`src/hdl/rob_consts.svh`:
```
// ****************************************
// Sizing of the reorder buffer
// ROB_TICKET_BITS must be log2 of ROB_ENTRIES
// Only two allocation and two commit ports
// ****************************************
`ifndef ROB_CONSTS_SVH
`define ROB_CONSTS_SVH

`define ROB_ENTRIES     8
`define ROB_TICKET_BITS 3
`define ROB_FU_PORTS    2

// Register index and result widths
`define ROB_AREG_BITS   5
`define ROB_PREG_BITS   6
`define ROB_DATA_BITS   32

`endif
```
`src/hdl/rob_pkg.sv`:
```
// ****************************************
// Types shared by the reorder buffer blocks
// Widths come from rob_consts.svh
// ****************************************
`default_nettype none

`include "rob_consts.svh"

package rob_pkg;

    typedef logic [`ROB_TICKET_BITS-1:0] rob_ticket_t;
    typedef logic [`ROB_TICKET_BITS:0]   rob_count_t;
    typedef logic [`ROB_AREG_BITS-1:0]   areg_t;
    typedef logic [`ROB_PREG_BITS-1:0]   preg_t;
    typedef logic [`ROB_DATA_BITS-1:0]   rob_data_t;

    // One instruction from issue
    typedef struct packed {
        logic  valid;
        logic  valid_dest;
        areg_t lreg;
        preg_t preg;
        preg_t ppreg;
    } alloc_req_t;

    // Completion from a functional unit
    typedef struct packed {
        logic        valid;
        rob_ticket_t ticket;
        logic        exception;
        rob_data_t   data;
    } fu_update_t;

    // Retirement towards the register file
    typedef struct packed {
        logic        commit_valid;
        logic        write_valid;
        logic        flushed;
        rob_ticket_t ticket;
        areg_t       lreg;
        preg_t       preg;
        preg_t       ppreg;
        rob_data_t   data;
    } commit_t;

    typedef struct packed {
        rob_ticket_t next_ticket;
        logic        full;
        logic        two_free;
    } rob_status_t;

    // Control fields of one entry, as seen by retire
    typedef struct packed {
        logic  valid;
        logic  pending;
        logic  flushed;
        logic  exception;
        logic  valid_dest;
        areg_t lreg;
        preg_t preg;
        preg_t ppreg;
    } rob_entry_t;

endpackage

`default_nettype wire

```
`src/hdl/rob_top.sv`:
```
// ****************************************
// Reorder buffer, dual allocate and
// dual retire
// Port 0 of alloc and commit is older
// No handshakes, all inputs are strobes
// ****************************************
`default_nettype none

`include "rob_consts.svh"

module rob_top import rob_pkg::*; (
    input  logic                           clk,
    input  logic                           rst_n,
    input  alloc_req_t [1:0]               alloc,
    input  fu_update_t [`ROB_FU_PORTS-1:0] fu_update,
    input  logic                           flush_valid,
    input  rob_ticket_t                    flush_ticket,
    output rob_status_t                    status,
    output commit_t [1:0]                  commit
);

    rob_ticket_t head;
    rob_ticket_t tail;
    logic        commit_one;
    logic        commit_two;
    rob_entry_t  head_entry;
    rob_entry_t  next_entry;
    rob_data_t   head_data;
    rob_data_t   next_data;

    rob_pointers rob_pointers_i (
        .clk        (clk),
        .rst_n      (rst_n),
        .alloc      (alloc),
        .commit_one (commit_one),
        .commit_two (commit_two),
        .head       (head),
        .tail       (tail),
        .status     (status)
    );

    rob_entry_table rob_entry_table_i (
        .clk          (clk),
        .rst_n        (rst_n),
        .alloc        (alloc),
        .fu_update    (fu_update),
        .flush_valid  (flush_valid),
        .flush_ticket (flush_ticket),
        .head         (head),
        .tail         (tail),
        .commit_one   (commit_one),
        .commit_two   (commit_two),
        .head_entry   (head_entry),
        .next_entry   (next_entry)
    );

    rob_data_bank rob_data_bank_i (
        .clk       (clk),
        .fu_update (fu_update),
        .head      (head),
        .head_data (head_data),
        .next_data (next_data)
    );

    rob_retire rob_retire_i (
        .head       (head),
        .head_entry (head_entry),
        .next_entry (next_entry),
        .head_data  (head_data),
        .next_data  (next_data),
        .commit_one (commit_one),
        .commit_two (commit_two),
        .commit     (commit)
    );

endmodule

`default_nettype wire

```
`src/hdl/rob_retire.sv`:
```
// ****************************************
// Commit decision for the two oldest
// entries, purely combinational
// An excepting head that is not flushed
// blocks retirement
// ****************************************
`default_nettype none

`include "rob_consts.svh"

module rob_retire import rob_pkg::*; (
    input  rob_ticket_t   head,
    input  rob_entry_t    head_entry,
    input  rob_entry_t    next_entry,
    input  rob_data_t     head_data,
    input  rob_data_t     next_data,
    output logic          commit_one,
    output logic          commit_two,
    output commit_t [1:0] commit
);

    rob_entry_t  ent [2];
    rob_data_t   dat [2];
    rob_ticket_t tkt [2];
    logic        fire [2];

    // Completed cleanly, or flushed and done regardless of its state
    function automatic logic can_retire(input rob_entry_t e);
        logic clean;
        clean = e.valid & ~e.pending & ~e.exception;
        return clean | (e.valid & e.flushed);
    endfunction

    assign commit_one = can_retire(head_entry);
    assign commit_two = commit_one & can_retire(next_entry);

    always_comb begin
        ent[0]  = head_entry;
        ent[1]  = next_entry;
        dat[0]  = head_data;
        dat[1]  = next_data;
        tkt[0]  = head;
        tkt[1]  = head + rob_ticket_t'(1);
        fire[0] = commit_one;
        fire[1] = commit_two;
        for (int p = 0; p < 2; p++) begin
            commit[p].commit_valid = fire[p];
            // Flushed entries never reach the register file
            commit[p].write_valid  = fire[p] & ent[p].valid_dest & ~ent[p].flushed;
            commit[p].flushed      = ent[p].flushed;
            commit[p].ticket       = tkt[p];
            commit[p].lreg         = ent[p].lreg;
            commit[p].preg         = ent[p].preg;
            commit[p].ppreg        = ent[p].ppreg;
            commit[p].data         = dat[p];
        end
    end

endmodule

`default_nettype wire

```
`src/hdl/rob_data_bank.sv`:
```
// ****************************************
// Result storage of the ROB, no reset
// Two updates to one ticket in a cycle
// are not expected, the higher port wins
// ****************************************
`default_nettype none

`include "rob_consts.svh"

module rob_data_bank import rob_pkg::*; (
    input  logic                           clk,
    input  fu_update_t [`ROB_FU_PORTS-1:0] fu_update,
    input  rob_ticket_t                    head,
    output rob_data_t                      head_data,
    output rob_data_t                      next_data
);

    rob_data_t   mem [`ROB_ENTRIES];
    rob_ticket_t head_plus;

    // Every functional unit has its own write port
    always_ff @(posedge clk) begin
        for (int j = 0; j < `ROB_FU_PORTS; j++) begin
            if (fu_update[j].valid) begin
                mem[fu_update[j].ticket] <= fu_update[j].data;
            end
        end
    end

    assign head_plus = head + rob_ticket_t'(1);

    // Read ports for the two oldest entries
    assign head_data = mem[head];
    assign next_data = mem[head_plus];

endmodule

`default_nettype wire

```
`src/hdl/rob_entry_table.sv`:
```
// ****************************************
// Per-entry control fields of the ROB
// Only valid is reset, the other fields
// are written at allocation
// ****************************************
`default_nettype none

`include "rob_consts.svh"

module rob_entry_table import rob_pkg::*; (
    input  logic                           clk,
    input  logic                           rst_n,
    input  alloc_req_t [1:0]               alloc,
    input  fu_update_t [`ROB_FU_PORTS-1:0] fu_update,
    input  logic                           flush_valid,
    input  rob_ticket_t                    flush_ticket,
    input  rob_ticket_t                    head,
    input  rob_ticket_t                    tail,
    input  logic                           commit_one,
    input  logic                           commit_two,
    output rob_entry_t                     head_entry,
    output rob_entry_t                     next_entry
);

    logic [`ROB_ENTRIES-1:0] valid_q;
    logic [`ROB_ENTRIES-1:0] pending_q;
    logic [`ROB_ENTRIES-1:0] flushed_q;
    logic [`ROB_ENTRIES-1:0] exc_q;
    logic [`ROB_ENTRIES-1:0] vdest_q;
    areg_t                   lreg_q  [`ROB_ENTRIES];
    preg_t                   preg_q  [`ROB_ENTRIES];
    preg_t                   ppreg_q [`ROB_ENTRIES];

    rob_ticket_t             head_plus;
    rob_ticket_t             slot [2];
    logic [`ROB_ENTRIES-1:0] alloc_hit [2];
    logic [`ROB_ENTRIES-1:0] flush_mask;

    assign head_plus = head + rob_ticket_t'(1);

    // Request 1 lands behind request 0 only when both are valid
    always_comb begin
        slot[0] = tail;
        slot[1] = alloc[0].valid ? tail + rob_ticket_t'(1) : tail;
        for (int k = 0; k < 2; k++) begin
            for (int i = 0; i < `ROB_ENTRIES; i++) begin
                alloc_hit[k][i] = alloc[k].valid && (slot[k] == rob_ticket_t'(i));
            end
        end
    end

    // Walk from the entry after the flush ticket up to, not including, head
    always_comb begin
        rob_ticket_t idx;
        logic        stop;
        flush_mask = '0;
        idx        = flush_ticket + rob_ticket_t'(1);
        stop       = 1'b0;
        for (int i = 0; i < `ROB_ENTRIES - 1; i++) begin
            if (idx == head) begin
                stop = 1'b1;
            end
            if (!stop) begin
                flush_mask[idx] = flush_valid;
            end
            idx = idx + rob_ticket_t'(1);
        end
    end

    always_ff @(posedge clk) begin
        for (int i = 0; i < `ROB_ENTRIES; i++) begin
            if (flush_mask[i]) begin
                flushed_q[i] <= 1'b1;
            end
            for (int j = 0; j < `ROB_FU_PORTS; j++) begin
                if (fu_update[j].valid && (fu_update[j].ticket == rob_ticket_t'(i))) begin
                    pending_q[i] <= 1'b0;
                    exc_q[i]     <= fu_update[j].exception;
                end
            end
            // A fresh entry overrides anything aimed at the old occupant
            for (int k = 0; k < 2; k++) begin
                if (alloc_hit[k][i]) begin
                    pending_q[i] <= 1'b1;
                    exc_q[i]     <= 1'b0;
                    flushed_q[i] <= flush_valid;
                    vdest_q[i]   <= alloc[k].valid_dest;
                    lreg_q[i]    <= alloc[k].lreg;
                    preg_q[i]    <= alloc[k].preg;
                    ppreg_q[i]   <= alloc[k].ppreg;
                end
            end
        end
    end

    // Retirement clears, allocation sets
    always_ff @(posedge clk or negedge rst_n) begin
        if (!rst_n) begin
            valid_q <= '0;
        end else begin
            valid_q <= valid_q & ~({`ROB_ENTRIES{commit_one}} & (`ROB_ENTRIES'(1) << head))
                               & ~({`ROB_ENTRIES{commit_two}} & (`ROB_ENTRIES'(1) << head_plus))
                               | alloc_hit[0] | alloc_hit[1];
        end
    end

    always_comb begin
        head_entry = '{valid_q[head], pending_q[head], flushed_q[head], exc_q[head],
                       vdest_q[head], lreg_q[head], preg_q[head], ppreg_q[head]};
        next_entry = '{valid_q[head_plus], pending_q[head_plus], flushed_q[head_plus],
                       exc_q[head_plus], vdest_q[head_plus], lreg_q[head_plus],
                       preg_q[head_plus], ppreg_q[head_plus]};
    end

endmodule

`default_nettype wire

```
`src/hdl/rob_pointers.sv`:
```
// ****************************************
// Head, tail and occupancy of the ROB
// Issue must respect full and two_free,
// overflow is not detected here
// ****************************************
`default_nettype none

`include "rob_consts.svh"

module rob_pointers import rob_pkg::*; (
    input  logic             clk,
    input  logic             rst_n,
    input  alloc_req_t [1:0] alloc,
    input  logic             commit_one,
    input  logic             commit_two,
    output rob_ticket_t      head,
    output rob_ticket_t      tail,
    output rob_status_t      status
);

    logic [1:0] alloc_cnt;
    logic [1:0] commit_cnt;
    rob_count_t count;
    rob_count_t count_next;

    // Number of entries taken and released this cycle
    always_comb begin
        alloc_cnt = {1'b0, alloc[0].valid} + {1'b0, alloc[1].valid};
        if (commit_two) begin
            commit_cnt = 2'd2;
        end else if (commit_one) begin
            commit_cnt = 2'd1;
        end else begin
            commit_cnt = 2'd0;
        end
    end

    assign count_next = count + rob_count_t'(alloc_cnt) - rob_count_t'(commit_cnt);

    // Status looks at occupancy after this cycle
    always_comb begin
        status.next_ticket = tail;
        status.full        = (count_next == rob_count_t'(`ROB_ENTRIES));
        status.two_free    = (count_next < rob_count_t'(`ROB_ENTRIES - 1));
    end

    always_ff @(posedge clk or negedge rst_n) begin
        if (!rst_n) begin
            head  <= '0;
            tail  <= '0;
            count <= '0;
        end else begin
            // Tickets wrap naturally at the entry count
            head  <= head + rob_ticket_t'(commit_cnt);
            tail  <= tail + rob_ticket_t'(alloc_cnt);
            count <= count_next;
        end
    end

endmodule

`default_nettype wire

```
`config.mk`:
```
export PLATFORM = sky130hd
export DESIGN_NAME = rob_top
export DESIGN_NICKNAME = d
export VERILOG_FILES = /design/src/hdl/rob_pkg.sv /design/src/hdl/rob_top.sv /design/src/hdl/rob_retire.sv /design/src/hdl/rob_data_bank.sv /design/src/hdl/rob_entry_table.sv /design/src/hdl/rob_pointers.sv
export VERILOG_INCLUDE_DIRS = /design/src /design/src/hdl
export SDC_FILE = /design/constraint.sdc
export NUM_CORES = 1
export LEC_CHECK = 0
export BUFFER_PORTS_ARGS = -buffer_cell sky130_fd_sc_hd__buf_2
export CAP_MARGIN = 20
export CORE_AREA = 5 5 265 267
export CTS_CLUSTER_DIAMETER = 150
export DETAILED_ROUTE_END_ITERATION = 16
export DIE_AREA = 0 0 270 272
export PLACE_DENSITY = 0.55
export SYNTH_ARGS = -nofsm -noshare
export SYNTH_HDL_FRONTEND = slang
export SYNTH_SLANG_ARGS = --single-unit
export TNS_END_PERCENT = 1
```
`constraint.sdc`:
```
create_clock -name clk -period 6.7 [get_ports clk]
set_input_delay 0.67 -clock clk [delete_from_list [all_inputs] [get_ports clk]]
set_output_delay 0.67 -clock clk [all_outputs]
set_load 0.02 [all_outputs]
```
# --- After elaboration in Yosys (flattened, before gate mapping) ---
# Memory sizes are Yosys's and may differ from the RTL's.
# Cells that the tools add are included.
# W data, S select, Z words.
totals:
  ram_bits: 392
  reg_bits: 50
  memories: 4
classes:
  eq_ne: 36
  mux: 243
  magnitude_cmp: 17
  shifts: 2
  addsub: 14
  bitwise: 52
  n_reduce_logical: 93
memory_table:
  columns: ["name", "words", "width", "read_ports", "rd_clocked_by_memory_dff", "wr", "line", "rtl"]
  rows:
  - ["rob_data_bank_i.mem", 8, 32, 2, 0, 2, "rob_data_bank.sv:18", "rob_data_t mem [`ROB_ENTRIES];"]
  - ["rob_entry_table_i.ppreg_q", 8, 6, 2, 0, 2, "rob_entry_table.sv:32", "preg_t ppreg_q [`ROB_ENTRIES];"]
  - ["rob_entry_table_i.preg_q", 8, 6, 2, 0, 2, "rob_entry_table.sv:31", "preg_t preg_q [`ROB_ENTRIES];"]
  - ["rob_entry_table_i.lreg_q", 8, 5, 2, 0, 2, "rob_entry_table.sv:30", "areg_t lreg_q [`ROB_ENTRIES];"]
ops:
  columns: ["cell", "n"]
  rows:
  - ["$mux W6", 28]
  - ["$mux W1", 151]
  - ["$reduce_or A6 Y1", 12]
  - ["$mux W5", 14]
  - ["$mux W3", 19]
  - ["$mux W8", 7]
  - ["$bwmux W8", 6]
  - ["$eq A3 B3 Y1 const B", 16]
  - ["$and A8 B8 Y8", 5]
  - ["$logic_and A1 B1 Y1", 39]
  - ["$lt A3 B4 Y1 const B", 9]
  - ["$reduce_bool A2 Y1", 16]
  - ["$bmux W1 S3", 10]
  - ["$reduce_or A5 Y1", 6]
  - ["$add A3 B1 Y3 const B", 9]
  - ["$or A1 B1 Y1", 26]
  - ["$eq A3 B2 Y1 const B", 8]
  - ["$reduce_bool A3 Y1", 8]
  - ["$demux W1 S3", 7]
  - ["$eq A3 B3 Y1", 7]
  - ["$ge A3 B1 Y1 const B", 7]
  - ["$not A8 Y8", 2]
  - ["$or A8 B8 Y8", 2]
  - ["$reduce_or A2 Y1", 8]
  - ["other kinds (12)", 35]

# --- Longest topological paths before layout ---
# Gate-level depths: netlist of the first run.
depth:
  word_depth: 22
  ltp_mapped: 16
  depth_no_buf: 15

# --- By module ---
# From an unflattened synthesis of the first run, not the netlist that was laid out.
unflattened:
  cells_unflattened: 2048
  area_unflattened_um2: 28255.8
by_module_without_submodules:
  columns: ["module", "cells_per_inst", "seq_area_each_um2", "n_inst", "area_per_inst_um2"]
  rows:
  - ["rob_data_bank", 1017, 7687.4, 1, 15392.3]
  - ["rob_entry_table", 870, 5084.9, 1, 11408.4]
  - ["rob_retire", 116, 0.0, 1, 882.1]
  - ["rob_pointers", 45, 250.2, 1, 573.0]

# --- Worst setup path before layout of the first run ---
# Ideal clock, no wire load.
synth_path:
  path_type: "register to output"
  from: "register rob_pointers_i.head[0]"
  to: "output status[1] (netlist name)"
  path_stages_with_launch: 16
  arrival_ns: 4.788
  required_time_ns: 6.030
  setup_slack_ns: 1.242
  cell_sequence: "dfrtp_1 -> inv_1 -> ha_1 -> buf_2 -> mux4_2 -> o211ai_1 -> nand4_1 -> nand2_1 -> nor3_2 -> fa_1 -> inv_1 -> ha_1 -> a21o_1 -> a21oi_1 -> xnor2_1 -> nor4b_1"
synth_rtl:
  columns: ["element", "line", "rtl"]
  rows:
  - ["start, declared", "rob_pointers.sv:16", "output rob_ticket_t head,"]
  - ["start signal, assigned", "rob_pointers.sv:54", "head <= head + rob_ticket_t'(commit_cnt);"]
  - ["end, declared", "rob_top.sv:18", "output rob_status_t status,"]

==> results of run 1 <==
[layer usage]
layer / vias up / GRT usage, % / wire (um)
met5: - / 0 / 130
met2: 534 / 36.8 / 40100
met1: 9222 / 29.3 / 34700
li1: 7798 / - / -
met4: 20 / 4.67 / 1600
met3: 132 / 4.58 / 5170
[cell type report]
cell class / instances / area, um2
Inverter: 48 / 180
Fill cell: 6070 / 37300
Antenna cell: 11 / 27.5
Timing Repair Buffer: 277 / 1500
Tap cell: 882 / 1100
Clock buffer: 73 / 1440
Multi-Input combinational cell: 1275 / 13100
Sequential cell: 442 / 13000
Clock inverter: 19 / 199
[layout by cell type (no fill, tap or decap), types with 12 or more instances in the layout]
master     synthesis  final
edfxtp_1         408    408
mux2_2           401    401
nand2_1          338    337
buf_2             37    232
mux4_2           208    208
clkbuf_16          0     53
buf_4              6     44
nor2_1            43     43
inv_1             45     41
ha_1              24     22
mux2i_1           20     20
o21ai_0           19     19
a21oi_1           16     16
clkbuf_1          73     16
dfxtp_1           16     16
dfrtp_1           18     15
o211ai_1          13     13
xnor2_1           13     13
nor3_1            15     13
a211oi_1          13     13
nand2b_1          12     12
[worst max-delay path, stage by stage, from the launching register on]
cell      delay [ns]
dfrtp_4         0.85
inv_1           0.33
ha_4            0.38
buf_4           0.64
o211ai_1        0.22
o211ai_1        0.15
a21oi_1         0.12
nor3_2          0.30
fa_1            0.48
inv_1           0.08
ha_1            0.21
a21o_1          0.17
a21oi_1         0.18
xnor2_1         0.18
nor4b_1         0.30
buf_2           0.23
[flip-flops by register name, indices dropped and copies added, names as in the netlist]
| register | cells |
|---|---|
| rob_entry_table_i.exc_q | 8 |
| rob_entry_table_i.flushed_q | 8 |
| rob_entry_table_i.preg_q | 48 |
| rob_entry_table_i.lreg_q | 40 |
| rob_pointers_i.head | 3 |
| rob_entry_table_i.ppreg_q | 48 |
| rob_entry_table_i.pending_q | 8 |
| rob_pointers_i.tail | 3 |
| rob_pointers_i.count | 4 |
| rob_entry_table_i.vdest_q | 8 |
| rob_data_bank_i.mem | 256 |
| rob_entry_table_i.valid_q | 8 |
[synthesized netlist by cell type, types with 5 or more instances]
cell type	instances
xnor2_1	13
nor2_1	43
o211ai_1	13
nand2b_1	12
mux2i_1	20
buf_2	37
buf_1	17
inv_1	45
dfrtp_1	18
a21o_1	7
xor2_1	7
nand3_1	9
buf_4	6
clkbuf_1	73
edfxtp_1	408
a31oi_1	6
mux2_2	401
dfxtp_1	16
nor3b_1	5
and2_1	9
nand2_1	338
a211oi_1	13
o21ai_0	19
ha_1	24
o31ai_1	10
nor3_1	15
mux4_2	208
o21a_1	6
a21oi_1	16
nor2b_1	10
[cell families (layout without fill, tap and decap cells)]
| group | after synthesis | count (layout) | synth area share [%] |
|---|---|---|---|
| AOI/OAI and AO/OA | 124 | 124 | 3.34 |
| and+or+nand+nor | 467 | 467 | 7.42 |
| xor gates and xnor gates | 27 | 27 | 1.28 |
| buffers and inverters | 182 | 417 | 2.81 |
| DFF | 442 | 442 | 48.6 |
| other | 0 | 11 | 0 |
| adders and majority gates | 28 | 28 | 1.42 |
| muxes | 629 | 629 | 35.1 |
[worst max-delay path by stage]
stage | startpoint | to | slack (ns) | depth (start not counted)
floorplan | rob_pointers_i.head[0] | status[1] | 1.24 | 15
global placement | rob_pointers_i.head[1] | status[1] | 1.26 | 15
detailed placement | rob_pointers_i.head[1] | status[1] | 1.13 | 15
CTS | rob_pointers_i.head[1] | status[1] | 0.47 | 15
global route | rob_pointers_i.head[1] | status[1] | 0.26 | 16
finish | rob_pointers_i.head[1] | status[1] | 0.59 | 15
[report_power, final]
part	internal, uW	switching [uW]
Sequential	3600	385
Clock	1610	1180
Combinational	3240	5050
[stage by stage]
step,power [uW],setup slack (ns),std cells
floorplan,9600,1.24,1899
global placement,12300,1.26,2923
detailed placement,12400,1.13,2923
CTS,15200,0.469,3016
global route,15900,0.258,3020
finish,15100,0.586,3027
==> key figures, run 1 <==
Cells and area
  • Layout cell share with drive strength beyond 1: 46.2%
  • Finished Cell Area: 30600 um2
  • Post-route core utilization: 45.1%
  • Nets: 2242
  • Layout area overhead: 14.2%

STA
  • Worst hold slack: 0.448 ns
  • Max-slew violation count: 0
  • Final setup viols: 0
  • Period minus WS final: 6.11 ns
  • Final period util: between 90 and 100%
  • Max Freq: around 0.16 GHz
  • TNS Setup: 0 ns
  • Worst rel slew slack: roughly 28%
  • RSZ-0062 raised after global routing: no
  • Worst Max-Slew Pin Slew: about 1.1 ns
  • Final setup skew: 0.0156 ns
  • Final hold vios: 0

Die
  • # rows: 96
  • Die ar.: between 70000 and 80000 um2
  • IO Count: ~230
  • Area of the core: just under 70000 um2
  • Die Wd: 270 um
  • Initial Util: 39.5%
  • Die Ht: 272 um

Power
  • Pwr/cell area: 493 nW/um2
  • Leak Pwr: ~0.011 uW
  • Maximum vdd drop: 372 uV

Yosys
  • Async SR Flop Fraction: ~4.1%
  • Area leader, netlist: edfxtp_1
  • Top_reg_cell synth: edfxtp_1
  • Register area share after synthesis: 48.6%
  • Post-Syn Area: 26800 um2
  • Post-Syn Nets: 2045
  • Post-synth top area share: between 40% and 50%
  • Avg Cell Area, Syn: roughly 14 um2
  • Post-synthesis instance total: between 1500 and 2000
  • Yosys warnings: 0
  • Most area-consuming cells after synthesis: edfxtp_1 46%, mux4_2 17%, mux2_2 17%, nand2_1 4.7%, dfrtp_1 1.7%
  • EDFF count, synth: 408
  • Yosys cell types: 75
  • Yosys reg bits: around 440

Global route
  • Vias in the first global route: around 19000
  • Pin count of the biggest net entering global routing: 62
  • All-Layer GR Usage: 21.8%
  • Initial antenna violation count: 22
  • Overflow after GRT: 0
  • First-pass GRT wire length: 122000 um

Worst setup path
  • Critical R2R Capture: rob_pointers_i.count[3]
  • Critical Path Sink Type: primary output
  • CP required: 6.03 ns
  • Crit path kind: flip-flop to primary output
  • Reg2Reg Setup Slack: 2.28 ns
  • Path depth of the worst reg2reg path: 13
  • Critical R2R Launch: rob_pointers_i.head[1]
  • Startpoint Class: flip-flop
  • Critical path peak fanout: 49
  • Crit path DAT: 5.44 ns

Run status
  • Status: complete, no violations

Detailed routing
  • Remaining DRCs: 0
  • Vias after detailed routing: roughly 18000
  • Post-Route WL: about 82000 um
  • Wire per inst: 27.0 um
  • DR iter-0 viols: 1584
  • Drt first pass iters: 5
  • DR vias/cell: roughly 5.8
  • Post-DRT Antenna Nets: 0

Clocking
  • Clock net sink count: 442
  • Clock latency on the worst-skew pair: 0.61 ns
  • CTS tree: done
  • Maximum buffer depth of the clock tree: 3
  • Root Buffer: clkbuf_16
  • Worst-path clk slew: 0.06 ns
  • # hold bufs at CTS: 1
  • Setup bufs post-CTS: 0
  • PostCTS Resize Cnt: 0
  • H-tree depth: 2
  • CTS buffer count: 52

Min path
  • Hold Path Sink: rob_entry_table_i.pending_q[1]
  • Hold Crit Start: rob_entry_table_i.pending_q[1]
  • Hold-critical path depth: 2
  • Hold Path Class: flip-flop to flip-flop

Place
  • DP Area: between 20000 and 30000 um2
  • IO buf count: roughly 230
  • GP Congestion: between 0.8 and 0.9
  • DPL Wire Length: 49400 um

Run
  • Max cap viols: 0
Power figures use the tool's default switching activity.
==> run 2, diff against run 1 <==
--- a/config.mk
+++ b/config.mk
@@ -10,10 +10,10 @@
 export CAP_MARGIN = 20
 export CORE_AREA = 5 5 265 267
 export CTS_CLUSTER_DIAMETER = 150
+export CTS_CLUSTER_SIZE = 25
 export DETAILED_ROUTE_END_ITERATION = 16
 export DIE_AREA = 0 0 270 272
-export PLACE_DENSITY = 0.55
+export PLACE_DENSITY = 0.65
 export SYNTH_ARGS = -nofsm -noshare
 export SYNTH_HDL_FRONTEND = slang
 export SYNTH_SLANG_ARGS = --single-unit
-export TNS_END_PERCENT = 1
==> key figures, run 2 (synthesis results as in run 1) <==
Clocking
  • Maximum buffer depth of the clock tree: 3
  • Clock net sink count: 442
  • Worst-path clk slew: 0.12 ns
  • CTS tree: done
  • Root Buffer: clkbuf_16
  • # hold bufs at CTS: 0
  • PostCTS Resize Cnt: 0
  • H-tree depth: 1
  • CTS buffer count: 21
  • Clock latency on the worst-skew pair: 0.56 ns
  • Setup bufs post-CTS: 0

Global route
  • Vias in the first global route: 18598
  • Overflow after GRT: 0
  • All-Layer GR Usage: 20.9%
  • Initial antenna violation count: 30
  • Pin count of the biggest net entering global routing: 171
  • First-pass GRT wire length: between 100000 and 150000 um

Die
  • IO Count: 233
  • Initial Util: between 30% and 40%
  • Die ar.: 73400 um2
  • # rows: 96
  • Area of the core: 67900 um2
  • Die Wd: 270 um
  • Die Ht: 272 um

Min path
  • Hold Path Class: input pin to async pin

STA
  • Worst Max-Slew Pin Slew: 1.16 ns
  • Max-slew violation count: 0
  • Final setup skew: 0.0168 ns
  • Final hold vios: 0
  • RSZ-0062 raised after global routing: no
  • Final period util: 89.0%
  • Period minus WS final: a little under 6 ns
  • Final setup viols: 0
  • Max Freq: 0.168 GHz
  • Fin worst setup slack: roughly 0.74 ns
  • Worst rel slew slack: around 23%
  • TNS Setup: 0 ns

Power
  • Leak Pwr: 0.0106 uW
  • Maximum vdd drop: 366 uV
  • Pwr/cell area: approximately 470 nW/um2

Worst setup path
  • Path depth of the worst reg2reg path: 11
  • Buf/Inv on CP: 3
  • Stages on worst setup path: 13
  • Critical Path Sink Type: primary output
  • Startpoint Class: flip-flop
  • Critical path peak fanout: 170
  • CP required: 6.03 ns
  • CP top delay family: buffers and inverters
  • Crit path kind: flip-flop to primary output
  • CP cell instances: buf_12 > mux4_2 > o211ai_1 > and2_1 > nor3_2 > fa_1 > inv_1 > ha_1 > a21o_1 > a21oi_1 > xnor2_1 > nor4b_1 > buf_2
  • Largest stage delay, worst path: about 0.74 ns
  • Crit path DAT: between 5 and 6 ns
  • Critical path's slowest cell: buf_12

Detailed routing
  • DR vias/cell: 5.98
  • Drt first pass iters: 6
  • Vias after detailed routing: 17788
  • Post-Route WL: 79100 um
  • Remaining DRCs: 0
  • DR iter-0 viols: 1804
  • Wire per inst: between 20 and 30 um
  • Post-DRT Antenna Nets: 0

Cells and area
  • Commonest non-fill, non-tap cell in the layout: edfxtp_1
  • Nets: 2211
  • Layout cell share with drive strength beyond 1: 45.2%
  • Max FFs per register: 256
  • Filler cells: 6132
  • Multi-input logic area: 13100 um2
  • Layout area overhead: 10.4%
  • Post-Layout Cell Count: between 2000 and 3000
  • Commonest non-fill, non-tap cells in the layout: 408 x edfxtp_1, 401 x mux2_2, 334 x nand2_1
  • Reg area: ~13000 um2

Place
  • DPL Wire Length: 48300 um
  • Cell Count Post-Placement: between 2000 and 3000
  • Pre-CTS WS: 1.35 ns
  • IO buf count: between 200 and 250
  • GP Congestion: 0.882

Run
  • Max cap viols: 0

Run status
  • Status: complete, no violations
## run 2: metal layers
metal  GRT usage (%)  wire [um]
met4            4.95       1720
met3            4.68       6460
met1            27.4      31600
met2            35.8      39100
met5               0        147
## run 2: power by group
part / leakage (uW) / total, uW / internal [uW] / switching [uW]
logic: 0.00625 / 8390 / 3250 / 5140
clock network: 0.000287 / 1500 / 613 / 884
registers: 0.00407 / 3870 / 3590 / 277
## run 2: final timing paths
path,start,to,slack [ns]
worst max-delay path,rob_pointers_i.head[0],status[1],0.74
worst min-delay path,rst_n,rob_pointers_i.count[3],0.03
worst max register to register,rob_pointers_i.head[0],rob_pointers_i.count[3],2.41
worst min register to register,rob_entry_table_i.pending_q[1],rob_entry_table_i.pending_q[1],0.45
max in group asynchronous,rst_n,rob_pointers_i.head[1],6.32
min in group clk,rob_entry_table_i.pending_q[1],rob_entry_table_i.pending_q[1],0.45
## run 2: area by class of cell
type                    instances  area share [%]
diodes                         15           0.127
clock buffers                  36            2.00
clock inverters                 1          0.0296
inverters                      48           0.609
multi-input cells            1275            44.3
flip-flops and latches        442            44.1
well taps                     882            3.73
repair buffers                277            5.16
## run 2: stage by stage
| step | instance area, um2 | total power [uW] | hold slack [ns] | utilization, % |
|---|---|---|---|---|
| after floorplan | 26800 | 9600 | 0.374 | - |
| after global placement | 28900 | 12200 | 0.432 | 42.6 |
| after detailed placement | 28900 | 12400 | 0.438 | 42.6 |
| after CTS | 29500 | 13900 | 0.0167 | 43.5 |
| after global routing | 29600 | 14600 | 0.0440 | 43.6 |
| final | 29600 | 13800 | 0.0259 | 43.6 |
## run 2: worst register-to-register path, stage by stage, from the launching register on
cell      delay (ns)
dfrtp_4         0.44
buf_12          0.74
mux4_2          0.72
o211ai_1        0.35
and2_1          0.36
nor3_2          0.12
fa_1            0.60
inv_1           0.06
ha_1            0.27
a21o_1          0.18
a21oi_1         0.17
xnor2_1         0.18
